==> src/design/cft_bus_pkg.sv <==
// CFT backplane shared definitions
// Bus widths, AXI4-Lite field types, memory card map and response codes
// for the bus controller, the memory cards and the bus return stage.

`default_nettype none

package cft_bus_pkg;

   //////////////////////////////////////////////////////////////////////
   // Widths
   //////////////////////////////////////////////////////////////////////

   localparam int ADDR_W = 24;                // Backplane ab width
   localparam int DATA_W = 16;                // Backplane db width
   localparam int AXI_AW = 32;                // Host byte address
   localparam int AXI_DW = 32;                // Host data word

   //////////////////////////////////////////////////////////////////////
   // Card map
   //////////////////////////////////////////////////////////////////////

   localparam int N_CARDS        = 4;         // Backplane slots
   localparam int CARD_AW        = 8;         // Word address bits per card
   localparam int CARD_WAIT_BASE = 0;         // Slot k adds k on top of this
   localparam int WAIT_CNT_W     = 4;         // Wait-state counter, up to 15

   typedef logic [ADDR_W-1:0]          addr_t;      // Word address on ab
   typedef logic [DATA_W-1:0]          data_t;      // Word on db
   typedef logic [AXI_AW-1:0]          axi_addr_t;
   typedef logic [AXI_DW-1:0]          axi_data_t;
   typedef logic [1:0]                 axi_resp_t;
   typedef logic [CARD_AW-1:0]         word_idx_t;  // Offset inside one card
   typedef logic [$clog2(N_CARDS)-1:0] card_idx_t;  // Slot field above the offset

   localparam axi_resp_t RESP_OKAY   = 2'd0;
   localparam axi_resp_t RESP_DECERR = 2'd3;        // Nobody claimed the address

   // Bus controller card sequencing
   typedef enum logic [1:0] {
      st_idle,                                // Waiting for a host request
      st_bus,                                 // Memory cycle on the backplane
      st_resp                                 // Response held for the host
   } bridge_state_t;

endpackage

`default_nettype wire

==> src/design/card_mem.sv <==
// Memory card
// 256-word RAM behind a window decoder. The card claims a memory cycle
// when the slot field of ab matches its slot and all higher bits are
// zero, pulls its wait line low for WAIT_STATES cycles, then completes
// the write or drives the addressed word back to the return stage.

`default_nettype none

module card_mem
   import cft_bus_pkg::*;
#(
   parameter card_idx_t SLOT        = '0,
   parameter int        WAIT_STATES = 0      // Must fit WAIT_CNT_W bits
) (
   input  wire        clk,
   input  wire        rst_n,
   input  wire        nmem,
   input  wire        nr,
   input  wire        nw,
   input  wire addr_t ab,
   input  wire data_t db_out,
   output logic       card_sel,
   output logic       nws_card,              // Open-drain nws, one per card
   output data_t      card_rdata
);

   data_t                 mem [0:(1 << CARD_AW)-1];
   word_idx_t             idx;               // Word inside this card
   logic                  hit;               // Window match on ab
   logic                  waiting;           // Still stretching the cycle
   logic                  complete;          // Claimed and wait states done
   logic [WAIT_CNT_W-1:0] wait_cnt;

   assign idx = ab[CARD_AW-1:0];

   // Upper ab bits must equal the slot number exactly, zeros above it
   assign hit = (ab[ADDR_W-1:CARD_AW] == (ADDR_W-CARD_AW)'(SLOT));

   assign card_sel = !nmem && hit;
   assign waiting  = card_sel && (wait_cnt != '0);
   assign nws_card = !waiting;               // Low pulls nws down
   assign complete = card_sel && !waiting;

   //////////////////////////////////////////////////////////////////////
   // Wait-state generator
   //////////////////////////////////////////////////////////////////////

   always_ff @(posedge clk or negedge rst_n) begin
      if (!rst_n) begin
         wait_cnt <= WAIT_CNT_W'(WAIT_STATES);
      end else if (nmem) begin
         wait_cnt <= WAIT_CNT_W'(WAIT_STATES); // Reload between cycles
      end else if (waiting) begin
         wait_cnt <= wait_cnt - 1'b1;
      end
   end

   //////////////////////////////////////////////////////////////////////
   // RAM
   //////////////////////////////////////////////////////////////////////

   always_ff @(posedge clk) begin
      if (complete && !nw) begin
         mem[idx] <= db_out;                 // Write lands at completion
      end
   end

   // Word sampled by the return stage in the completion cycle
   assign card_rdata = (card_sel && !nr) ? mem[idx] : '0;

   // No card may hold nws down outside a memory cycle
   a_nws_idle: assert property (@(posedge clk) disable iff (!rst_n)
      nmem |-> nws_card);

endmodule

`default_nettype wire

==> config.mk <==
export PLATFORM = sky130hd
export DESIGN_NAME = card_mem
export DESIGN_NICKNAME = d
export VERILOG_FILES = /design/src/design/cft_bus_pkg.sv /design/src/design/card_mem.sv
export SDC_FILE = /design/constraint.sdc
export NUM_CORES = 2
export LEC_CHECK = 0
export ABC_CLOCK_PERIOD_IN_PS = 8500
export BUFFER_PORTS_ARGS = -buffer_cell sky130_fd_sc_hd__clkbuf_2
export CORE_UTILIZATION = 30
export DETAILED_ROUTE_END_ITERATION = 6
export GPL_TIMING_DRIVEN = 0
export PLACE_DENSITY = 0.43
export SYNTH_ARGS = -nofsm -noshare
export SYNTH_HDL_FRONTEND = slang
export SYNTH_SLANG_ARGS = --single-unit
==> constraint.sdc <==
create_clock -name clk -period 8.5 [get_ports clk]
set_input_delay 2.55 -clock clk [delete_from_list [all_inputs] [get_ports clk]]
set_output_delay 2.55 -clock clk [all_outputs]
set_load 0.01 [all_outputs]
After elaboration in Yosys (flattened, before gate mapping):

Memories as Yosys holds them, arrays and structs flattened.
Index checks and enable logic that the tools add are counted.

* memories kept: 1
* output and inout bits: 18
* ROM bits: 0
* bits in registers: 4
* logic and storage cells: 20
* memory bits (writable): 4096
* latch bits: 0
* input port bits: 45

Memories
* mem: depth 256, width 16, read ports 1, clocked after memory_dff 0, write ports 1, RTL line card_mem.sv:27 `data_t mem [0:(1 << CARD_AW)-1];`

* $lt $le $gt $ge: 0
* multiplexer cells: 5
* div/mod/pow operators: 0
* reductions and logical operators: 12
* multipliers: 0
* bitwise operators: 0
* add/subtract/negate cells: 1
* shifts and indexed selects: 0
* equality and inequality tests: 0

Operators with widths (count)
* $logic_not 16->1: 1
* $mux 16: 1
* $mux 4: 2
* $logic_and 1x1->1: 5
* $logic_not 1->1: 4
* $reduce_bool 4->1: 1
* $sub 4x1->4 const B: 1
* $mux 1: 2
* $reduce_bool 2->1: 1

Depth between registers and ports, before layout:

* depth in word-level cells: 8
* depth in mapped cells: 11
* mapped depth without buffers: 8

Least setup slack after synthesis:

Ideal clock, no wire load.

* path kind: input port to output port
* start point: in ab[1]
* end point: out card_rdata[15]
* data required time: 5950 ps
* arrival: 4339 ps
* slack: 1611 ps
* cell stages on the path: 9
* path buffers: 4
* path through: buf_2 buf_2 buf_2 clkbuf_1 mux4_2 a22oi_1 nand4_1 o31ai_1 nand4_1

* longest elaborated chain between the ends: 2

Ends and longest elaborated chain
* start: declaration: RTL line card_mem.sv:20 `input wire addr_t ab,`
* $mem_v2 256x16
* $mux 16: RTL line card_mem.sv:69 `assign card_rdata = (card_sel && !nr) ? mem[idx] : '0;`
* end: declaration: RTL line card_mem.sv:24 `output data_t card_rdata`

Every way passes these cells.

Final worst setup path:

* start point: in ab[1]
* end point: out card_rdata[3]

Same word-level chain as after synthesis.

==> reports/summary.txt <==
Outcome = finished, violations left
Failing checks = capacitance limit, slew limit, setup timing
Yosys warns = 0
GPL Wtd Cong = 0.903
Commonest cells in the netlist = edfxtp_1, mux2i_1, mux4_2
RSZ-0062 raised after global routing = true
Clock tree buffer depth = 4
ANT nets after route = 0
Area Overhead vs Synth = 21.6%
Final Hold Viols = 0
Post-route minimum period = 9130 ps
Worst-path maximum fanout = 10
CTS tree = built
DRC violations left = 0
Num ports = 63
Routed wire length per instance = 35.1 um
Area contributors post-synth = edfxtp_1, mux4_2, mux2i_1, a22oi_1, a221oi_1
Die area = 0.530 sq mm
R2R cell count = 9
Root Buffer = clkbuf_16
Port Buffers = 59
CP cell instances = buf_16 -> buf_16 -> buf_4 -> buf_12 -> clkbuf_16 -> mux4_2 -> nand3_1 -> nand4_1 -> o31ai_4 -> nand4_1 -> buf_2
Starting Density = 30.1%
Share of cells above drive strength 1 = 26.9%
CORE AREA = 0.525 sq mm
Synthesized Nets = 7,995
Final setup margin = -625 ps
Clk slew on worst S/H paths = 60 ps
Hold EP = wait_cnt[0]
Final setup vio count = 16
Hold path cells = 1
DR iter-0 viols = 10,200
Num CTS Buffers = 443
FF+latch count, synth = 4,100
Drt total wl = 567,000 um
Router iterations before antenna repair = 6
Worst slack, placed = -2890 ps
Fin Hold WS = 514 ps
Critical path's top delay family = simple AND/OR/NAND/NOR gates
Worst-Margin Slew = 1510 ps
Largest net degree at the start of global routing = 139
Top FF cell, synth = edfxtp_1
Most common cell in the netlist = edfxtp_1
Vias in the first global route = 84,800
Async SR Flop Fraction = 0.0976%
HP Class = reg -> reg
Row Count = 266
Max VDD drop = 0.000201 V
Worst reg2reg path startpoint = wait_cnt[0]
Final critical-path share of the clock period = 107%
Hold-fix buffers at CTS = 0
GRT Residual Overflow = 0
Crit-path slowest cell = nand4_1
Critical path required time = 5950 ps
WS Path Type = in -> out
Yosys cell types = 58
Avg Cell Area, Syn = 19.9 sq um
Slowest stage delay, CP = 850 ps
All-Layer GR Usage = 20.8%
Pleak = 62.4 nW
Slew HR = -0.620%
Clk sinks = 4,100
H-tree Lvls = 5
EDFF count, synth = 4,096
Cells after Synth = 7,948
Dpl hpwl = 388,000 um
Worst EP arrival = 6580 ps
DIE HEIGHT = 728 um
Fmax = 0.110 GHz
Seq/Total Area, Yosys = 77.9%
Startpoint types = input port
Nets = 8,874
Worst reg2reg endpoint = mem[230][5]
Vias = 85,200
Clock Skew = 83.6 ps
Buf+Inv Stages, Crit Path = 6
Post-synth top area share = 77.8%
Maxcap violations = 1
Synth area leader = edfxtp_1
Setup crit end kind = output pin
PD cells = 228 mW/mm^2
Die W = 728 um
Final Max Slew Viols = 8
Vias/cell = 5.27
Post-Syn Area = 0.158 sq mm
Setup TNS = -6940 ps
Reg2Reg Setup Slack = 3370 ps
Initial antenna violation count = 39
First-pass GRT wire length = 753,000 um
Hold_sp = wait_cnt[0]
Latest clock arrival within the worst-skew pair = 1040 ps
-- cell families (layout without fill, tap and decap cells) --
kind of cell / count (synthesis) / after routing / share of synthesized area, %
muxes: 1529 / 1529 / 13.8
adders and majority gates: 2 / 2 / 0.0158
DFF: 4100 / 4100 / 77.9
AOI/OAI and AO/OA: 789 / 789 / 3.54
buffers and inverters: 502 / 1748 / 1.62
xor gates and xnor gates: 2 / 2 / 0.0111
and+or+nand+nor: 1024 / 1024 / 3.11
other: 0 / 12 / 0
-- final cells by class --
cell class	count	area [sq um]
fillers	48200	333000
multi-input cells	3346	34800
diodes	12	30.0
clock buffers	529	11500
clock inverters	283	2720
repair buffers	445	6500
well taps	6968	8720
flip-flops and latches	4100	123000
inverters	4	15.0
plain buffers	487	4760
-- metal layers --
metal	wire (um)	global-route usage, %
met5	29	0
met4	21700	6.58
met3	42300	3.73
met2	264000	33.7
met1	239000	28.5
-- worst max path at each step --
stage,cells after the start,slack [ps],startpoint,to
floorplan,9,1610,ab[1],card_rdata[15]
global placement,11,-3110,ab[0],card_rdata[9]
detailed placement,11,-2890,ab[0],card_rdata[9]
CTS,10,-410,ab[0],card_rdata[2]
global route,10,-500,ab[0],card_rdata[3]
finish,11,-630,ab[1],card_rdata[3]
-- cells in the final DEF (no fill, tap or decap), types with 74 or more instances in the layout --
master     count
buf_6         74
mux4_2       500
nand4_1      126
clkbuf_1     163
buf_2         97
a22oi_1      191
nor2_2       267
nor2_1        99
clkbuf_16    454
o22ai_1      167
clkinv_1      90
mux2i_1      986
edfxtp_1    4096
nand2_1      156
buf_4        161
buf_16       106
buf_8        213
clkinv_2     106
nand3_1      208
a221oi_1     156
-- sequential cells by signal (all words and copies together) (netlist names) --
signal    cells
mem        4096
wait_cnt      4
-- worst reg2reg max path, cell delays in order (launching register included) --
cell	delay, ps
dfrtp_1	390
inv_1	100
ha_1	140
or3b_1	390
nor2_1	100
nand3_1	460
nor3b_2	790
nand3_1	690
clkbuf_1	670
nor2_2	960
-- power by group --
group | internal [W] | switching, W | total [W]
logic | 0.000756 | 0.00167 | 0.00242
registers | 0.0222 | 0.0000000000970 | 0.0222
clock network | 0.0109 | 0.00825 | 0.0191
total | 0.0339 | 0.00991 | 0.0438
-- repair_timing --
action | CTS | global route
pin swaps | 115 | 73
buffers inserted | 60 | 48
hold endpoints to repair | 0 | 0
endpoints found under the setup margin | 16 | 16
resized for setup | 854 | 174
gates cloned | 3 | 2
-- per-stage QoR --
stage          util, %  std cells  instance area, sq um  power (W)
5_1_grt           36.6      16200                192000     0.0449
3_3_place_gp      31.8      15000                167000     0.0249
3_5_place_dp      32.9      15200                173000     0.0248
6_report          36.6      16200                192000     0.0438
2_1_floorplan        -       7948                158000     0.0236
4_1_cts           36.4      16100                191000     0.0440
(Power assumes the default switching activity.)
