### src/design/cft_bus_pkg.sv
// CFT backplane shared definitions
// Bus widths, AXI4-Lite field types, memory card map and response codes
// for the bus controller, the memory cards and the bus return stage.

`default_nettype none

package cft_bus_pkg;

   //////////////////////////////////////////////////////////////////////
   // Widths
   //////////////////////////////////////////////////////////////////////

   localparam int ADDR_W = 24;                // Backplane ab width
   localparam int DATA_W = 16;                // Backplane db width
   localparam int AXI_AW = 32;                // Host byte address
   localparam int AXI_DW = 32;                // Host data word

   //////////////////////////////////////////////////////////////////////
   // Card map
   //////////////////////////////////////////////////////////////////////

   localparam int N_CARDS        = 4;         // Backplane slots
   localparam int CARD_AW        = 8;         // Word address bits per card
   localparam int CARD_WAIT_BASE = 0;         // Slot k adds k on top of this
   localparam int WAIT_CNT_W     = 4;         // Wait-state counter, up to 15

   typedef logic [ADDR_W-1:0]          addr_t;      // Word address on ab
   typedef logic [DATA_W-1:0]          data_t;      // Word on db
   typedef logic [AXI_AW-1:0]          axi_addr_t;
   typedef logic [AXI_DW-1:0]          axi_data_t;
   typedef logic [1:0]                 axi_resp_t;
   typedef logic [CARD_AW-1:0]         word_idx_t;  // Offset inside one card
   typedef logic [$clog2(N_CARDS)-1:0] card_idx_t;  // Slot field above the offset

   localparam axi_resp_t RESP_OKAY   = 2'd0;
   localparam axi_resp_t RESP_DECERR = 2'd3;        // Nobody claimed the address

   // Bus controller card sequencing
   typedef enum logic [1:0] {
      st_idle,                                // Waiting for a host request
      st_bus,                                 // Memory cycle on the backplane
      st_resp                                 // Response held for the host
   } bridge_state_t;

endpackage

`default_nettype wire

### src/design/bus_return.sv
// Bus return stage
// Wired-AND of the card wait lines and OR of their read data. Ends each
// memory cycle in the first cycle with nmem low and nws released, and
// reports done, decode error and read data to the controller, registered.

`default_nettype none

module bus_return
   import cft_bus_pkg::*;
(
   input  wire                      clk,
   input  wire                      rst_n,
   input  wire                      nmem,
   input  wire [N_CARDS-1:0]        card_sel,
   input  wire [N_CARDS-1:0]        nws_card,
   input  wire data_t [N_CARDS-1:0] card_rdata,
   output logic                     bus_done,
   output logic                     bus_err,
   output data_t                    bus_rdata
);

   logic  nws_all;                           // Resolved open-drain nws
   logic  any_sel;                           // Some card claimed ab
   logic  cycle_end;                         // Completion seen this cycle
   logic  done_seen;                         // Already reported this cycle
   data_t rdata_or;

   assign nws_all   = &nws_card;
   assign any_sel   = |card_sel;
   assign cycle_end = !nmem && nws_all && !done_seen;

   // Unselected cards drive zero, so OR acts as the data bus
   always_comb begin
      rdata_or = '0;
      for (int i = 0; i < N_CARDS; i++) begin
         rdata_or = rdata_or | card_rdata[i];
      end
   end

   always_ff @(posedge clk or negedge rst_n) begin
      if (!rst_n) begin
         done_seen <= 1'b0;
         bus_done  <= 1'b0;
         bus_err   <= 1'b0;
      end else begin
         done_seen <= !nmem && (done_seen || cycle_end); // Cleared on release
         bus_done  <= cycle_end;                         // One-cycle pulse
         if (cycle_end) begin
            bus_err <= !any_sel;                         // Unmapped address
         end
      end
   end

   always_ff @(posedge clk) begin
      if (cycle_end) begin
         bus_rdata <= rdata_or;
      end
   end

   // Card windows never overlap
   a_one_card: assert property (@(posedge clk) disable iff (!rst_n)
      $onehot0(card_sel));

endmodule

`default_nettype wire

### config.mk
export PLATFORM = sky130hd
export DESIGN_NAME = bus_return
export DESIGN_NICKNAME = d
export VERILOG_FILES = /design/src/design/cft_bus_pkg.sv /design/src/design/bus_return.sv
export SDC_FILE = /design/constraint.sdc
export NUM_CORES = 1
export LEC_CHECK = 0
export BUFFER_PORTS_ARGS = -buffer_cell sky130_fd_sc_hd__buf_2
export CORE_UTILIZATION = 33
export CTS_CLUSTER_SIZE = 8
export DETAILED_ROUTE_END_ITERATION = 8
export PLACE_DENSITY = 0.83
export SKIP_LAST_GASP = 1
export SLEW_MARGIN = 20
export SYNTH_ARGS = -nofsm -noshare
export SYNTH_HDL_FRONTEND = slang
export SYNTH_SLANG_ARGS = --single-unit
### constraint.sdc
create_clock -name clk -period 2.5 [get_ports clk]
set_input_delay 0.5 -clock clk [delete_from_list [all_inputs] [get_ports clk]]
set_output_delay 0.5 -clock clk [all_outputs]
set_load 0.005 [all_outputs]
After elaboration in Yosys (flattened, before gate mapping)
Index checks and enable logic that the tools add are counted.

Flip-flop bits (word level): 19. Bits in latches: 0. Bits in writable memories: 0. ROM bits: 0. Output and inout port bits: 18. Logic and storage cells: 16. Memories kept: 0.

Add/sub/neg operators: 0. $mul: 0. Div/mod/pow operators: 0. $lt $le $gt $ge: 0. Equal/unequal tests: 0. Shift-type cells: 0. Muxes and demuxes: 0. Bitwise operators: 3. Reductions and logical operators: 9.

Operators by type and width (number): $or A16 B16 Y16 (3); $reduce_and A4 Y1 (1); $reduce_or A4 Y1 (1); $logic_and A1 B1 Y1 (3); $logic_not A1 Y1 (3); $logic_or A1 B1 Y1 (1).

Depth between registers and ports, before layout
Gate-level depths: netlist (run 1).

Depth in word-level cells: 5. Gate-level depth with buffers: 3. Gate-level depth less buffers: 3.

Least setup slack after synthesis (run 1)
No wires, ideal clock.

Kind: in2reg. From: input nws_card[2]. To: register bus_err. Library setup time: 0.127 ns. Arrival: 1.487 ns. Slack: 0.885 ns. Cell stages on the path: 3. Path through: nand4_2 -> nor3_4 -> mux2_1.

Word-level cells in the longest chain between the ends: 3.

Ends and longest elaborated chain: from (decl) (line bus_return.sv:15) `input wire [N_CARDS-1:0] nws_card,`; $reduce_and A4 Y1 (line bus_return.sv:28) `assign nws_all = &nws_card;`; $logic_and A1 B1 Y1 (2 in a row) (line bus_return.sv:30) `assign cycle_end = !nmem && nws_all && !done_seen;`; via cycle_end (line bus_return.sv:24) `logic cycle_end;`; to (signal assigned) (line bus_return.sv:49) `bus_err <= !any_sel;`; to (decl) (line bus_return.sv:18) `output logic bus_err,`.

The timed path passes the listed nets, and every way through them passes these cells. A chain may end at the register's enable or synchronous reset.

Final worst setup path (run 1)
From: register done_seen. To: register bus_rdata[6] (enable).

Word-level cells in the longest chain between the ends: 2.

Ends and longest elaborated chain: from (decl) (line bus_return.sv:25) `logic done_seen;`; from (signal assigned) (line bus_return.sv:46) `done_seen <= !nmem && (done_seen || cycle_end);`; $logic_not A1 Y1 (line bus_return.sv:30); $logic_and A1 B1 Y1 (line bus_return.sv:30); via cycle_end (line bus_return.sv:24); to (signal assigned) (line bus_return.sv:56) `bus_rdata <= rdata_or;`; to (decl) (line bus_return.sv:19) `output data_t bus_rdata`.

The timed path passes the listed nets, and every way through them passes these cells.

==> impl_results.md, run 1 <==
- Synth top area cells: edfxtp_1 (66%), or4_1 (16%), dfrtp_1 (10%), nor3_4 (2.2%), nand4_2 (1.7%)
- Ant diodes: 0
- I/O pin total: between 90 and 100
- Net Count, Synth: approximately 120
- Total track usage: ~15%
- Worst-Margin Slew: ~0.43 ns
- Final Hold Violating Endpoints: 0
- RD Place Congestion: around 0.63
- Clk sink count: 19
- Distinct cells, synth: 9
- Sequential cell area fraction in the yosys report: approximately three quarters
- Pre-CTS WS: 0.825 ns
- Synth Cell Area: 731 sq um
- Row cnt: 16
- PortBufs: a little over 90
- Layout cells sized above 1: between 70% and 80%
- Grt ovf: 0
- PD cells: roughly 440 mW/mm^2
- Most frequent cells in the layout: buf_2 (92), or4_1 (16), edfxtp_1 (16), dfrtp_1 (3), clkbuf_4 (3)
- Largest net degree at the start of global routing: 12
- Routed Antenna Nets: 0
- Hold_buf cts: 1
- CTS resizes: 0
- Post-Synthesis Cells: approximately 40
- Area of the core: between 0.002 and 0.0025 sq mm
- Setup CP Type: reg -> reg
- Reg clk slew, reported paths: ~0.10 ns
- Root Buffer: clkbuf_4
- TNS Setup: 0 ns
- Max Cap Violations: 0
- Synth-to-Final Area Change: 73.8%
- Yosys warns: 0
- Fin area: ~0.0013 sq mm
- Final Max Tran Viols: 0
- Arr. time, crit path: approximately 1.4 ns
- Final Worst Setup Slack: around 1.1 ns
- Final setup viols: 0
- Detailed Route WL: about 1.9 mm
- Setup Skew: approximately 0.0025 ns
- DP Cell Count: about 160
- Maximum resistive drop on vdd: around 230 uV
- Placed instance area: about 0.0012 sq mm
- Worst path required time: 2.50 ns
- Crit path capture type: register
- Crit Path Max Fanout: 10
- CTS tree: yes
- Vias: 763
- Slew headroom: a little under three quarters
- RSZ-0062 raised after global routing: false
- Non-Filler Instances: around 170
- Initial core utilization: between 30 and 40%
- CP peak stage delay: around 0.42 ns
- Fin crit period: ~1.4 ns
- Max frequency: roughly 730 MHz
- Top cell type's share of synthesized area: 65.8%
- # DRC: 0
- Postcts setup bufs: 0
- Number of synthesized register bits: 19
- Vias in the first global route: ~660
- Min-Delay Path Class: in -> reg
- CTS max path bufs: 2
- Clk_lat worst skew: about 0.28 ns
- Syn Area/Cell: 17.8 sq um
- Crit path launch type: register
- Commonest non-fill, non-tap cell in the layout: buf_2
- LEAKAGE: around 0.00062 uW
- Yosys top cell by area: edfxtp_1
- WL/cell: roughly 11 um
- Drt first-iter violations: 5
- Die width: 49.1 um
- Post-DR vias/cell: 4.60
- CTS Buf Count: 3
- First-pass GRT wire length: about 2.7 mm
- Initial antenna violation count: 0
- HPWL after DPL: 1.64 mm
- R2r setup slk: between 1 and 1.5 ns
- Final net count: ~220
- H-tree levels: 1
- Die height: between 40 and 50 um
- Outcome: finished clean
- Fin util: 62.8%
- Die Area: approximately 0.0024 sq mm
- Slowest CP cell: dfrtp_1
- First drt pass iteration count: 4
- Worst-path cell chain: nor3_4 -> buf_4
- Crit share post-route: a little over half
-- worst paths after layout --
check | from | endpoint | cells past startpoint
min in group asynchronous | rst_n | bus_err | 2
setup reg to reg | done_seen | bus_rdata[6] | 2
hold reg to reg | bus_err | bus_err | 1
hold / removal | nmem | done_seen | 2
setup / recovery | done_seen | bus_rdata[6] | 2
max in group asynchronous | rst_n | done_seen | 2
-- power by group --
part / internal (uW) / switching, uW / total, uW
clock: 59.3 / 85.0 / 144
sequential: 346 / 1.68 / 348
combinational: 48.4 / 20.5 / 69.0
total: 454 / 107 / 561
-- state kept, by name (all words and copies together) (netlist names) --
register,cells
done_seen,1
bus_done,1
bus_rdata,16
bus_err,1
-- layout make-up --
cell class / count / area (sq um)
fillers: 168 / 752
flip-flops and latches: 19 / 556
repair buffers: 94 / 478
multi-input cells: 21 / 171
well taps: 27 / 33.8
clock buffers: 3 / 22.5
clock inverters: 1 / 5.00
inverters: 1 / 3.75
-- Yosys cell counts --
master and instances:
edfxtp_1 16, or4_1 16, dfrtp_1 3, a21oi_1 1, inv_1 1, mux2_1 1
nand4_2 1, nor3_4 1, nor4_1 1
-- per-stage QoR --
| stage | hold slack [ns] | total power (uW) |
|---|---|---|
| after CTS | 0.393 | 569 |
| final | 0.401 | 561 |
| after global routing | 0.389 | 587 |
| after floorplan | 0.204 | 364 |
| after detailed placement | 0.301 | 424 |
| after global placement | 0.301 | 421 |
-- worst max-delay path, delay by kind of cell, from the launching register on --
kind / cells / cell delay [ns]
DFF: 1 / 0.42
and+or+nand+nor: 1 / 0.40
buffers and inverters: 1 / 0.27
-- routing by layer --
layer / share of wire (%) / vias up / GRT usage (%)
met5: 0 / - / 0
met4: 0.70 / 0 / 4.41
met3: 12 / 2 / 3.43
met2: 55 / 49 / 29.6
met1: 32 / 339 / 14.2
li1: - / 373 / -
-- logic make-up (layout without fill, tap and decap cells) --
| kind of cell | Yosys count | after routing | share of synthesized area [%] |
|---|---|---|---|
| compound gates | 1 | 1 | 0.684 |
| buf+inv | 1 | 99 | 0.513 |
| flops | 19 | 19 | 76.0 |
| mux | 1 | 1 | 1.54 |
| simple gates | 19 | 19 | 21.2 |
(Power assumes the default switching activity.)
==> run 2, diff against run 1 <==
--- a/config.mk
+++ b/config.mk
@@ -6,10 +6,10 @@
 export NUM_CORES = 1
 export LEC_CHECK = 0
 export BUFFER_PORTS_ARGS = -buffer_cell sky130_fd_sc_hd__buf_2
-export CORE_UTILIZATION = 33
+export CORE_UTILIZATION = 31
 export CTS_CLUSTER_SIZE = 8
 export DETAILED_ROUTE_END_ITERATION = 8
-export PLACE_DENSITY = 0.83
+export PLACE_DENSITY = 0.78
 export SKIP_LAST_GASP = 1
 export SLEW_MARGIN = 20
 export SYNTH_ARGS = -nofsm -noshare
==> constraint.sdc (replaced) <==
create_clock -name clk -period 1.4 [get_ports clk]
set_input_delay 0.28 -clock clk [delete_from_list [all_inputs] [get_ports clk]]
set_output_delay 0.28 -clock clk [all_outputs]
set_load 0.005 [all_outputs]
==> run 2 against run 1 <==
Against the previous run: power up 80%; worst setup slack worse by 0.87 ns; flip-flop and latch count unchanged; critical endpoint is now bus_rdata[14]; worst hold slack worse by 0.22 ns; design area up 0.69%; highest routed layer unchanged; die area up 6.2%; first-iteration DRC count up 60%; register-to-register slack worse by 0.87 ns; clock skew up 0.0012 ns; sequential share of layout area down 0.30 points; maximum frequency up 20%.
==> impl_results.md, run 2 (same netlist as run 1, synthesis figures left out) <==
- Initial antenna violation count: 0 (unchanged)
- Max Cap Violations: 0 (unchanged)
- RSZ-0062 raised after global routing: false
- Layout cells sized above 1: 71.4% (+0.21 points)
- Worst-Margin Slew: 0.256 ns (-0.169 ns)
- CTS tree: yes
- Fin util: 57.8% (-5.0 points)
- H-tree levels: 1 (unchanged)
- Grt ovf: 0 (unchanged)
- Setup CP Type: reg -> reg
- Worst path required time: 1.40 ns (-1.10 ns)
- Crit path launch type: register
- PortBufs: 92 (unchanged)
- Min-Delay Path Class: in -> reg
- Most frequent cells in the layout: buf_2 (92), or4_1 (16), edfxtp_1 (16), dfrtp_1 (3), clkbuf_4 (3)
- Vias: 769 (+0.79%)
- Routed Antenna Nets: 0 (unchanged)
- CTS resizes: 0 (unchanged)
- Reg clk slew, reported paths: 0.10 ns (about the same)
- PD cells: 791 mW/mm^2 (+79%)
- Slew headroom: 82.8% (+11 points)
- CTS Buf Count: 3 (unchanged)
- Synth-to-Final Area Change: 75.0%
- Crit share post-route: 81.4% (+27 points)
- Final setup viols: 0 (unchanged)
- Non-Filler Instances: 168 (+1.2%)
- First drt pass iteration count: 4 (unchanged)
- Fin crit period: 1.14 ns (-0.230 ns)
- Outcome: finished clean
- Total track usage: 14.1% (-0.56 points)
- CTS max path bufs: 2 (unchanged)
- Crit path capture type: register
- I/O pin total: 93 (unchanged)
- Clk sink count: 19 (unchanged)
- Initial core utilization: 33.0% (-3.1 points)
- LEAKAGE: 0.000627 uW (+0.87%)
- GRT met2 Usage: 27.3% (-2.3 points)
- Die Area: 0.00256 sq mm (+6.2%)
- Vias in the first global route: 697 (+5.8%)
- Clk_lat worst skew: 0.29 ns (about the same)
- RD Place Congestion: 0.661 (+4.3%)
- Detailed Route WL: 1.78 mm (-4.0%)
- # DRC: 0 (unchanged)
- Max frequency: 878 MHz (+20%)
- Die height: 50.6 um (+3.0%)
- GR peak layer: met2
- Crit Path Max Fanout: 10 (unchanged)
- Area of the core: 0.00221 sq mm (+9.4%)
- Arr. time, crit path: 1.14 ns (-0.23 ns)
- WL/cell: 10.6 um (-5.1%)
- Row cnt: 17 (+1)
- Biggest register: bus_rdata
- Final Hold Violating Endpoints: 0 (unchanged)
- Met3 Track Usage GR: 2.12% (-1.3 points)
- Drt first-iter violations: 8 (+3)
- Final Worst Setup Slack: 0.261 ns (-0.870 ns)
- Root Buffer: clkbuf_4
- Max reg flops: 16 (unchanged)
- First-pass GRT wire length: 2.66 mm (-1.0%)
- Final Max Tran Viols: 0 (unchanged)
- M1 GR Usage: 13.7% (-0.56 points)
- DP Cell Count: 163 (+1.2%)
- Largest net degree at the start of global routing: 12 (unchanged)
- HPWL after DPL: 1.58 mm (-3.6%)
- Maximum resistive drop on vdd: 536 uV (+130%)
- Post-DR vias/cell: 4.58 (-0.41%)
- Setup Skew: 0.00370 ns (+0.00123 ns)
- Final net count: 216 (+0.47%)
- Ant diodes: 0 (unchanged)
- Die width: 50.6 um (+3.0%)
- Pre-CTS WS: 0.185 ns (-0.640 ns)
- Commonest non-fill, non-tap cell in the layout: buf_2
[run 2: cell types whose count changed in the layout (fill, tap and decap cells not counted)]
cell / previous run / this run
buf_4: 1 / 2
[run 2: layout make-up]
| type | instances | area, sq um |
|---|---|---|
| multi-input combinational | 21 | 171 |
| tap | 28 | 35.0 |
| fill | 229 | 933 |
| inverter | 1 | 3.75 |
| sequential | 19 | 556 |
| clock inverter | 1 | 5.00 |
| clock buffer | 3 | 22.5 |
| timing repair buffer | 95 | 485 |
[run 2: timing repair]
item | in CTS | in global routing
setup buffers | 0 | 0
endpoints found under the setup margin | 0 | 0
hold endpoints to repair | 3 | 0
hold buffers | 1 | 0
[run 2: final timing paths]
check                           from       endpoint  slack [ns]  cells past startpoint
min                             nmem      done_seen        0.18                      2
min in group asynchronous      rst_n        bus_err        0.33                      2
max in group asynchronous      rst_n      done_seen        0.97                      2
max reg2reg                done_seen  bus_rdata[14]        0.26                      2
min reg2reg                  bus_err        bus_err        0.49                      1
max                        done_seen  bus_rdata[14]        0.26                      2
[run 2: layer usage]
metal | share of wire [%] | up-vias | wire [um]
met2 | 56 | 56 | 991
met1 | 31 | 333 | 550
met5 | 0 | - | 0
met3 | 12 | 4 | 207
li1 | - | 376 | -
met4 | 1.7 | 0 | 31
[run 2: power by group]
| group | switching [uW] | internal (uW) |
|---|---|---|
| clock | 160 | 106 |
| sequential | 3.21 | 619 |
| combinational | 36.3 | 87.0 |
[run 2: through the flow]
stage	hold slack (ns)	total power [uW]	area, sq um	setup TNS [ns]
after global placement	0.0763	752	1240	0
after CTS	0.175	1020	1280	0
after detailed placement	0.0788	758	1240	0
final	0.185	1010	1280	0
after global routing	0.174	1060	1280	0
after floorplan	-0.0156	650	731	-0.0132
[run 2: critical path, stage by stage (launching register included)]
cell     delay (ns)
dfrtp_1        0.43
nor3_4         0.21
buf_4          0.22
