--- src/design/cft_bus_pkg.sv ---
// CFT backplane shared definitions
// Bus widths, AXI4-Lite field types, memory card map and response codes
// for the bus controller, the memory cards and the bus return stage.

`default_nettype none

package cft_bus_pkg;

   //////////////////////////////////////////////////////////////////////
   // Widths
   //////////////////////////////////////////////////////////////////////

   localparam int ADDR_W = 24;                // Backplane ab width
   localparam int DATA_W = 16;                // Backplane db width
   localparam int AXI_AW = 32;                // Host byte address
   localparam int AXI_DW = 32;                // Host data word

   //////////////////////////////////////////////////////////////////////
   // Card map
   //////////////////////////////////////////////////////////////////////

   localparam int N_CARDS        = 4;         // Backplane slots
   localparam int CARD_AW        = 8;         // Word address bits per card
   localparam int CARD_WAIT_BASE = 0;         // Slot k adds k on top of this
   localparam int WAIT_CNT_W     = 4;         // Wait-state counter, up to 15

   typedef logic [ADDR_W-1:0]          addr_t;      // Word address on ab
   typedef logic [DATA_W-1:0]          data_t;      // Word on db
   typedef logic [AXI_AW-1:0]          axi_addr_t;
   typedef logic [AXI_DW-1:0]          axi_data_t;
   typedef logic [1:0]                 axi_resp_t;
   typedef logic [CARD_AW-1:0]         word_idx_t;  // Offset inside one card
   typedef logic [$clog2(N_CARDS)-1:0] card_idx_t;  // Slot field above the offset

   localparam axi_resp_t RESP_OKAY   = 2'd0;
   localparam axi_resp_t RESP_DECERR = 2'd3;        // Nobody claimed the address

   // Bus controller card sequencing
   typedef enum logic [1:0] {
      st_idle,                                // Waiting for a host request
      st_bus,                                 // Memory cycle on the backplane
      st_resp                                 // Response held for the host
   } bridge_state_t;

endpackage

`default_nettype wire

--- src/design/bus_axil_bridge.sv ---
// Bus controller card
// AXI4-Lite slave facing the host. Each accepted transaction becomes one
// backplane memory cycle: strobes go low the cycle after the handshake,
// stay low until the return stage reports completion, then the response
// is held on the B or R channel until the host takes it.

`default_nettype none

module bus_axil_bridge
   import cft_bus_pkg::*;
(
   input  wire            clk,
   input  wire            rst_n,
   // Write address / data / response
   input  wire axi_addr_t awaddr,
   input  wire            awvalid,
   output logic           awready,
   input  wire axi_data_t wdata,
   input  wire [3:0]      wstrb,             // Word bus only, lanes ignored
   input  wire            wvalid,
   output logic           wready,
   output axi_resp_t      bresp,
   output logic           bvalid,
   input  wire            bready,
   // Read address / data
   input  wire axi_addr_t araddr,
   input  wire            arvalid,
   output logic           arready,
   output axi_data_t      rdata,
   output axi_resp_t      rresp,
   output logic           rvalid,
   input  wire            rready,
   // Backplane side
   output logic           nmem,
   output logic           nr,
   output logic           nw,
   output addr_t          ab,
   output data_t          db_out,
   input  wire            bus_done,
   input  wire            bus_err,
   input  wire data_t     bus_rdata
);

   bridge_state_t state;
   logic          wr_go;                     // Write accepted this cycle
   logic          rd_go;                     // Read accepted this cycle
   logic          resp_taken;                // Host took B or R

   // Write needs both AW and W, and beats a pending read
   assign wr_go      = (state == st_idle) && awvalid && wvalid;
   assign rd_go      = (state == st_idle) && arvalid && !wr_go;
   assign resp_taken = (bvalid && bready) || (rvalid && rready);

   assign awready = wr_go;                   // AW and W taken together
   assign wready  = wr_go;
   assign arready = rd_go;

   //////////////////////////////////////////////////////////////////////
   // Control FSM and strobes
   //////////////////////////////////////////////////////////////////////

   always_ff @(posedge clk or negedge rst_n) begin
      if (!rst_n) begin
         state  <= st_idle;
         nmem   <= 1'b1;                     // Backplane idle
         nr     <= 1'b1;
         nw     <= 1'b1;
         bvalid <= 1'b0;
         rvalid <= 1'b0;
      end else begin
         case (state)
            st_idle: begin
               if (wr_go) begin
                  nmem  <= 1'b0;             // Write cycle starts next cycle
                  nw    <= 1'b0;
                  state <= st_bus;
               end else if (rd_go) begin
                  nmem  <= 1'b0;             // Read cycle
                  nr    <= 1'b0;
                  state <= st_bus;
               end
            end
            st_bus: begin
               if (bus_done) begin
                  nmem   <= 1'b1;            // End of cycle, release bus
                  nr     <= 1'b1;
                  nw     <= 1'b1;
                  bvalid <= !nw;             // Pick channel from cycle kind
                  rvalid <= !nr;
                  state  <= st_resp;
               end
            end
            st_resp: begin
               if (resp_taken) begin
                  bvalid <= 1'b0;
                  rvalid <= 1'b0;
                  state  <= st_idle;
               end
            end
            default: state <= st_idle;
         endcase
      end
   end

   //////////////////////////////////////////////////////////////////////
   // Address, write data and response payload
   //////////////////////////////////////////////////////////////////////

   always_ff @(posedge clk) begin
      if (wr_go) begin
         ab     <= awaddr[ADDR_W:1];         // Byte to word address
         db_out <= wdata[DATA_W-1:0];        // Low half only
      end else if (rd_go) begin
         ab <= araddr[ADDR_W:1];
      end
      if ((state == st_bus) && bus_done) begin
         bresp <= bus_err ? RESP_DECERR : RESP_OKAY;
         rresp <= bus_err ? RESP_DECERR : RESP_OKAY;
         rdata <= bus_err ? '0 : axi_data_t'(bus_rdata); // Upper half zero
      end
   end

   // Read and write strobes are exclusive on the backplane
   a_strobe_excl: assert property (@(posedge clk) disable iff (!rst_n)
      nr || nw);

   // Memory strobe held for the whole bus cycle, until the return stage ends it
   a_nmem_held: assert property (@(posedge clk) disable iff (!rst_n)
      (state == st_bus) |-> !nmem);

endmodule

`default_nettype wire

--- config.mk ---
export PLATFORM = sky130hd
export DESIGN_NAME = bus_axil_bridge
export DESIGN_NICKNAME = d
export VERILOG_FILES = /design/src/design/cft_bus_pkg.sv /design/src/design/bus_axil_bridge.sv
export SDC_FILE = /design/constraint.sdc
export NUM_CORES = 1
export LEC_CHECK = 0
export CAP_MARGIN = 40
export CELL_PAD_IN_SITES_DETAIL_PLACEMENT = 1
export CELL_PAD_IN_SITES_GLOBAL_PLACEMENT = 1
export CORE_AREA = 2 2 81 83
export DETAILED_ROUTE_END_ITERATION = 8
export DIE_AREA = 0 0 83 85
export DONT_BUFFER_PORTS = 1
export PLACE_DENSITY_LB_ADDON = 0.25
export SKIP_LAST_GASP = 1
export SLEW_MARGIN = 10
export SYNTH_ARGS = -nofsm -noshare
export SYNTH_HDL_FRONTEND = slang
export SYNTH_SLANG_ARGS = --single-unit
--- constraint.sdc ---
create_clock -name clk -period 2.98 [get_ports clk]
set_input_delay 0.149 -clock clk [delete_from_list [all_inputs] [get_ports clk]]
set_output_delay 0.149 -clock clk [all_outputs]
set_load 0.03 [all_outputs]
# Word level (Yosys, flattened, before mapping)
# Cells that the tools add are included.
# word_totals
regBits	81
out_inout_bits	84
memories	0
latch_bits	0
rom_bits	0
mem_bits_rw	0
in_bits	125
word_cells	60
# classes
reduce_logical	20
mux	21
n_addsub	0
magnitude_cmp	0
shifts	0
n_bitwise	0
eq_ne	8
n_div	0
multipliers	0
# op_table
operator	n
two-way mux 24 bit	2
AND reduction 3 bit	4
two-way mux 2 bit	5
!= test 2 bit, second input constant	5
one-hot mux 1 bit (2 select lines)	5
two-way mux 1 bit	8
logical AND 1 bit	7
one-hot mux 2 bit (3 select lines)	1
nonzero test 2 bit	3
AND reduction 4 bit	1
logical NOT 1 bit	3
!= test 3 bit, second input constant	1
== test 2 x 1 -> 1 bit, second input constant	1
== test 2 bit, second input constant	1
logical NOT 2 bit	1
logical OR 1 bit	1

# Longest topological paths before layout
# Gate-level depths: netlist of the first run.
# logic_depth
word_depth	8
ltp_mapped	4
mapped_depth_nobuf	3

# Worst setup path after synthesis of the first run
# No wires, ideal clock.
# synth_timing
kind	register to register
from	register state[0]
to	register ab[0] (enable)
n_path_buf	1
setup_ps	438
t_required_ps	2542
slack_ps	280
stages_incl_launch_ff	3
t_arrival_ps	2263
period_less_slack_ps	2700
cell_sequence	dfrtp_1 > buf_4 > nor3_1
# synth_via
elab_chain_len	6
word_cells_on_any_way	7
classes_between	reduce/logical: 7
# synth_rtl
element	line	rtl
start: declaration	bus_axil_bridge.sv:44	bridge_state_t state;
start signal: assignment	bus_axil_bridge.sv:64	state <= st_idle;
start signal: assignment	bus_axil_bridge.sv:76	state <= st_bus;
start signal: assignment	bus_axil_bridge.sv:80	state <= st_bus;
logical NOT 2 bit (*)	bus_axil_bridge.sv:50, bus_axil_bridge.sv:51	
logical AND 1 bit (2 in series)	bus_axil_bridge.sv:50	assign wr_go = (state == st_idle) && awvalid && wvalid;
logical NOT 1 bit	bus_axil_bridge.sv:51	assign rd_go = (state == st_idle) && arvalid && !wr_go;
logical AND 1 bit	bus_axil_bridge.sv:51	
nonzero test 2 bit (no source line) (*)	-	
end signal: assignment	bus_axil_bridge.sv:111	ab <= awaddr[ADDR_W:1];
end signal: assignment	bus_axil_bridge.sv:114	ab <= araddr[ADDR_W:1];
end: declaration	bus_axil_bridge.sv:37	output addr_t ab,
# Mark *: on every way between the ends. The rest lies on a longest branch, timed or not.
# A chain may end at the register's enable or synchronous reset.

# Worst setup path after layout of the first run
# layout_timing
from	register state[0]
to	register ab[13] (data pin)
# layout_via
elab_chain_len	4
# layout_rtl
element	line	rtl
logical NOT 2 bit	bus_axil_bridge.sv:50	
logical AND 1 bit (2 in series)	bus_axil_bridge.sv:50	
net awready	bus_axil_bridge.sv:17	output logic awready,
two-way mux 24 bit	bus_axil_bridge.sv:110	if (wr_go) begin
# The timed path passes the listed nets, and every way through them passes these cells.

==> results.json, run 1 <==
{
  "outcome": "finished, final reports clean",
  "synth.top_cell.area_share_pct": 65.2,
  "crit_chain": "nor3_4 -> buf_12 -> mux2_2",
  "cp-start-kind": "register",
  "nets": 307,
  "critPathBufInv": 1,
  "drt_iter0_drc": 43,
  "cts_max_path_buffers": 2,
  "overflow": 0,
  "postLayoutCellArea_sq_um": 3000,
  "ioPinCount": 209,
  "io_buffers": 0,
  "antennaDiodeCount": 0,
  "gp_congestion": 0.789,
  "cts_tree": "done",
  "area_growth_pct": 14.1,
  "power_mw": 2.81,
  "critPathSlowestCell": "dfrtp_1",
  "arrival_ns": 1.89,
  "synth.distinct_cells": 21,
  "avgSynthCellArea_sq_um": 16.5,
  "maxCapViolCount": 0,
  "layout-drive-gt1-share_pct": 22.5,
  "swShare_pct": 37.8,
  "layout.area.seq_sq_um": 1890,
  "dieArea_sq_um": 7060,
  "fin_skew_ns": 0.00358,
  "synth_area_leaders": "edfxtp_1 (65%), mux2_2 (9.4%), buf_4 (6.3%)",
  "num_rows": 29,
  "worstSetupPathType": "reg2reg",
  "drc": 0,
  "grt_usage_pct": 15.5,
  "core_area_sq_um": 6200,
  "p_clk_share_pct": 21.6,
  "multiInputGateArea_sq_um": 593,
  "min_period_ns": 1.82,
  "comb_power_share_pct": 14.7,
  "finalCritPeriodShare_pct": 61.2,
  "postRouteWirelength_microns": 5470,
  "setup_tns_ns": 0,
  "initial_core_util_pct": 42.3,
  "antenna_found_initial": 0,
  "cp.required_ns": 3.05,
  "crit_fanout": 41,
  "grt_start_max_net_pins": 42,
  "nFillCells": 599,
  "hold_viol": 0,
  "syn_area_sq_um": 2630,
  "vias": 1362,
  "hpwl_microns": 3950,
  "ant_nets": 0,
  "die_w_microns": 83,
  "viasPerCell": 5.16,
  "first_pass_iters": 4,
  "cts_root_buf": "clkbuf_8",
  "grt_pass1_vias": 1436,
  "peakVddDrop_v": 0.000349,
  "wl_per_cell_microns": 20.7,
  "rsz0062_at_grt": "no",
  "yosysTopAreaCell": "edfxtp_1",
  "syn_inst": 159,
  "critical-path-top-delay-family": "flip-flops",
  "hold_class": "in2reg",
  "cts_buffers": 9,
  "clk_latency_ns": 0.32,
  "die_h_microns": 85,
  "worst_setup_path_end_kind": "register",
  "cpPeakStageDelay_ns": 0.51,
  "clock.fmax_mhz": 548,
  "grt_pass1_wl_microns": 8160,
  "p_leak_nw": 1.05,
  "post_cts_resized": 0,
  "p_seq_share_pct": 63.6,
  "p_int_mw": 1.75,
  "cts.sink_count": 64,
  "pwr_density_cell_nw_per_um2": 940,
  "yosysSeqAreaShare_pct": 72.0,
  "ys_warn_count": 0,
  "slew_viol_final": 0,
  "ys_seq_elements": 64,
  "htree_num_levels": 3,
  "setup_viol": 0,
  "post_cts_buffers": 0,
  "path_clk_slew_ns": 0.06,
  "placed_area_sq_um": 2650,
  "p_switching_mw": 1.06
}
==> kinds of logic after synthesis <==
family	Yosys count	synth area share (%)
buffers and inverters	28	7.72
multiplexers	24	10.3
flip-flops	64	72.0
AO/OA/AOI/OAI	12	3.00
other	1	0.143
AND/OR/NAND/NOR	30	6.82
==> placed cells by master, fill, tap and decap left out <==
cell           count
clkinv_1           1
clkbuf_1           4
buf_16             1
nor3_4             1
buf_12             1
nor3_2             1
nor2b_1           19
clkbuf_8          10
mux2_2            22
clkinv_2           1
a41o_1             1
a21oi_1            6
edfxtp_1          57
dlygate4sd3_1     18
mux2_1             2
a221oi_1           2
a211oi_1           2
nor2_1             3
and4_1             1
conb_1            16
dfrtp_1            4
dfstp_2            3
o22ai_1            1
inv_1              3
buf_4              2
nand2_1            5
==> cell usage after synthesis (all sizes together) <==
cell     n
edfxtp  57
buf     24
mux2    24
nor2b   19
a21oi    6
nand2    5
dfrtp    4
dfstp    3
inv      3
nor2     3
a211oi   2
a221oi   2
nor3     2
a41o     1
and4     1
clkbuf   1
conb     1
o22ai    1
==> flip-flops by register name (all words and copies together) (netlist names) <==
signal	flops
nr	1
ab	24
state	2
nw	1
bvalid	1
nmem	1
db_out	16
rresp	1
rvalid	1
rdata	16
==> power groups by stage <==
stage,Clock (mW),Combinational (mW),Sequential (mW)
2_1_floorplan,0,0.374,1.73
3_3_place_gp,0,0.348,1.82
3_5_place_dp,0,0.397,1.81
4_1_cts,0.638,0.421,1.80
5_1_grt,0.684,0.457,1.82
6_report,0.609,0.415,1.79
==> area by class of cell <==
cell class                 instances  area share [%]
clock inverter                     2           0.292
clock buffer                      14            5.10
timing repair buffer              22            8.10
tap                               77            3.22
inverter                           3           0.376
multi-input combinational         82            19.8
sequential                        64            63.1
==> worst paths after layout <==
check,cells past startpoint,endpoint,slack [ns],from
setup / recovery,3,ab[13]$_DFFE_PP_,1.16,state[0]$_DFFE_PN0P_
hold / removal,1,rdata[5]$_SDFFCE_PP0P_,0.02,bus_err
setup reg to reg,3,ab[13]$_DFFE_PP_,1.16,state[0]$_DFFE_PN0P_
hold reg to reg,2,nw$_DFFE_PN1P_,0.59,nw$_DFFE_PN1P_
max in group asynchronous,1,nmem$_DFFE_PN1P_,2.52,rst_n
min in group asynchronous,1,state[1]$_DFFE_PN0P_,0.17,rst_n
==> stage by stage <==
step	setup slack (ns)	instances	utilization, %	hold WS, ns
3_5_place_dp	1.15	230	42.8	-0.146
2_1_floorplan	0.280	174	-	-0.147
4_1_cts	1.14	264	48.3	0.000347
3_3_place_gp	1.19	229	42.3	-0.146
6_report	1.16	264	48.3	0.0159
5_1_grt	1.07	264	48.3	0.000928
==> metal layers <==
metal	global-route usage, %	vias to the layer above	share of wire [%]	routed length (microns)
met5	0	-	0	0
met1	16.0	652	35	1910
li1	-	593	-	-
met3	7.68	10	11	628
met4	7.60	0	1.8	98
met2	26.5	107	52	2830
==> repair_timing <==
item,4_1_cts,5_1_grt
hold buffers,18,0
hold endpoints to repair,35,0
endpoints found under the setup margin,0,0
(Power assumes the default switching activity.)
==> run 2, diff against run 1 <==
--- a/config.mk
+++ b/config.mk
@@ -8,9 +8,9 @@
 export CAP_MARGIN = 40
 export CELL_PAD_IN_SITES_DETAIL_PLACEMENT = 1
 export CELL_PAD_IN_SITES_GLOBAL_PLACEMENT = 1
-export CORE_AREA = 2 2 81 83
+export CORE_MARGIN = 2
+export CORE_UTILIZATION = 41
 export DETAILED_ROUTE_END_ITERATION = 8
-export DIE_AREA = 0 0 83 85
 export DONT_BUFFER_PORTS = 1
 export PLACE_DENSITY_LB_ADDON = 0.25
 export SKIP_LAST_GASP = 1
==> constraint.sdc (replaced) <==
create_clock -name clk -period 1.6 [get_ports clk]
set_input_delay 0.08 -clock clk [delete_from_list [all_inputs] [get_ports clk]]
set_output_delay 0.08 -clock clk [all_outputs]
set_load 0.03 [all_outputs]
==> results.json, run 2 (synthesized netlist as in run 1, its figures left out) <==
{
  "outcome": "finished, final reports clean",
  "largest_register_ffs": 24,
  "regToRegSetupSlack_ns": 0.08,
  "cts_max_path_buffers": 2,
  "arrival_ns": 1.60,
  "r2r-end": "ab[23]$_DFFE_PP_",
  "grt_usage_pct": 20.5,
  "pwr_density_cell_nw_per_um2": 1590,
  "crit_fanout": 21,
  "cts.sink_count": 64,
  "rr_worst_depth": 3,
  "clk_latency_ns": 0.34,
  "nFillCells": 573,
  "p_leak_nw": 1.43,
  "setup_viol": 0,
  "fin_skew_ns": 0.0116,
  "drc": 0,
  "worst_setup_path_end_kind": "register",
  "cts_tree": "done",
  "cts_buffers": 9,
  "first_pass_iters": 4,
  "nets": 380,
  "antenna_found_initial": 1,
  "slew_viol_final": 0,
  "vias": 1653,
  "core_area_sq_um": 6280,
  "viasPerCell": 4.89,
  "ant_nets": 0,
  "clock.fmax_mhz": 658,
  "endpoint": "ab[23]$_DFFE_PP_",
  "wl_per_cell_microns": 20.5,
  "htree_num_levels": 3,
  "grt_start_max_net_pins": 23,
  "dp_slack_ns": 0.0792,
  "cp-start-kind": "register",
  "maxCapViolCount": 0,
  "reg_top3": "ab x24, db_out x16, rdata x16",
  "io_buffers": 0,
  "holdBufCountCts": 83,
  "hold_viol": 0,
  "ioPinCount": 209,
  "gp_congestion": 0.761,
  "crit_path_start": "state[0]$_DFFE_PN0P_",
  "fin_ws_ns": 0.0800,
  "final_cell_mix": "dlygate4sd3_1 (84), edfxtp_1 (57), nor2b_1 (19), conb_1 (16), mux2_2 (14)",
  "path_clk_slew_ns": 0.07,
  "relSlewSlack_pct": 61.3,
  "die_w_microns": 84.0,
  "rsz0062_at_grt": "no",
  "dieArea_sq_um": 7060,
  "die_h_microns": 84.0,
  "hpwl_microns": 4180,
  "layout_commonest_cell": "dlygate4sd3_1",
  "area_growth_pct": 46.6,
  "min_period_ns": 1.52,
  "postRouteWirelength_microns": 6930,
  "tightest_slew_ns": 0.578,
  "drt_iter0_drc": 90,
  "r2r-start": "state[0]$_DFFE_PN0P_",
  "worstSetupPathType": "reg2reg",
  "cts_root_buf": "clkbuf_8",
  "hold_ws_ns": 0.0323,
  "grt_pass1_vias": 1861,
  "peakVddDrop_v": 0.000888,
  "hold_class": "in2reg",
  "post_cts_buffers": 0,
  "initial_core_util_pct": 41.8,
  "post_cts_resized": 0,
  "finalCritPeriodShare_pct": 95.0,
  "grt_pass1_wl_microns": 10700,
  "layout-drive-gt1-share_pct": 20.8,
  "overflow": 0,
  "regMostFlops": "ab",
  "num_rows": 29,
  "utilization_pct": 61.3,
  "cp.required_ns": 1.68
}
## run 2: layout make-up
cell class	instances	area, sq um	area share, %
inverters	3	11.3	0.293
repair buffers	95	973	25.3
well taps	77	96.3	2.50
multi-input cells	82	632	16.4
flip-flops and latches	64	1890	49.1
clock inverters	7	119	3.09
diodes	1	2.50	0.0650
clock buffers	9	124	3.22
## run 2: worst min-delay path by stage
stage	startpoint	cells after the start	to
detailed placement	rst_n	0	state[0]$_DFFE_PN0P_
global placement	rst_n	0	state[0]$_DFFE_PN0P_
CTS	bus_rdata[15]	1	rdata[15]$_SDFFCE_PP0P_
floorplan	rst_n	0	bvalid$_DFFE_PN0P_
finish	bready	2	state[1]$_DFFE_PN0P_
global route	bready	2	state[1]$_DFFE_PN0P_
## run 2: routing by layer
metal	global-route usage [%]	wire length, microns	up-vias	share of wire [%]
met5	0	0	-	0
met4	10.4	180	0	2.6
met3	6.73	549	16	7.9
met2	37.2	3800	115	55
met1	21.0	2400	784	35
li1	-	-	738	-
## run 2: worst max-delay path, cell delays in order, from the launching register on
cell and delay (ns):
dfrtp_1 0.41, nor3_4 0.27, buf_12 0.22, mux2_2 0.36
## run 2: power breakdown
part / leakage [nW] / internal [mW] / switching [mW]
registers: 0.613 / 2.37 / 0.917
logic: 0.700 / 0.523 / 0.615
clock network: 0.117 / 1.04 / 0.654
total: 1.43 / 3.93 / 2.19
## run 2: metrics by stage
step | instance area, sq um | cells | power (mW) | TNS (ns)
final | 3850 | 338 | 6.11 | 0
after global routing | 3850 | 338 | 6.36 | 0
after CTS | 3840 | 336 | 6.13 | 0
after detailed placement | 2760 | 237 | 4.28 | 0
after global placement | 2760 | 237 | 4.23 | 0
after floorplan | 2740 | 174 | 3.98 | -0.907
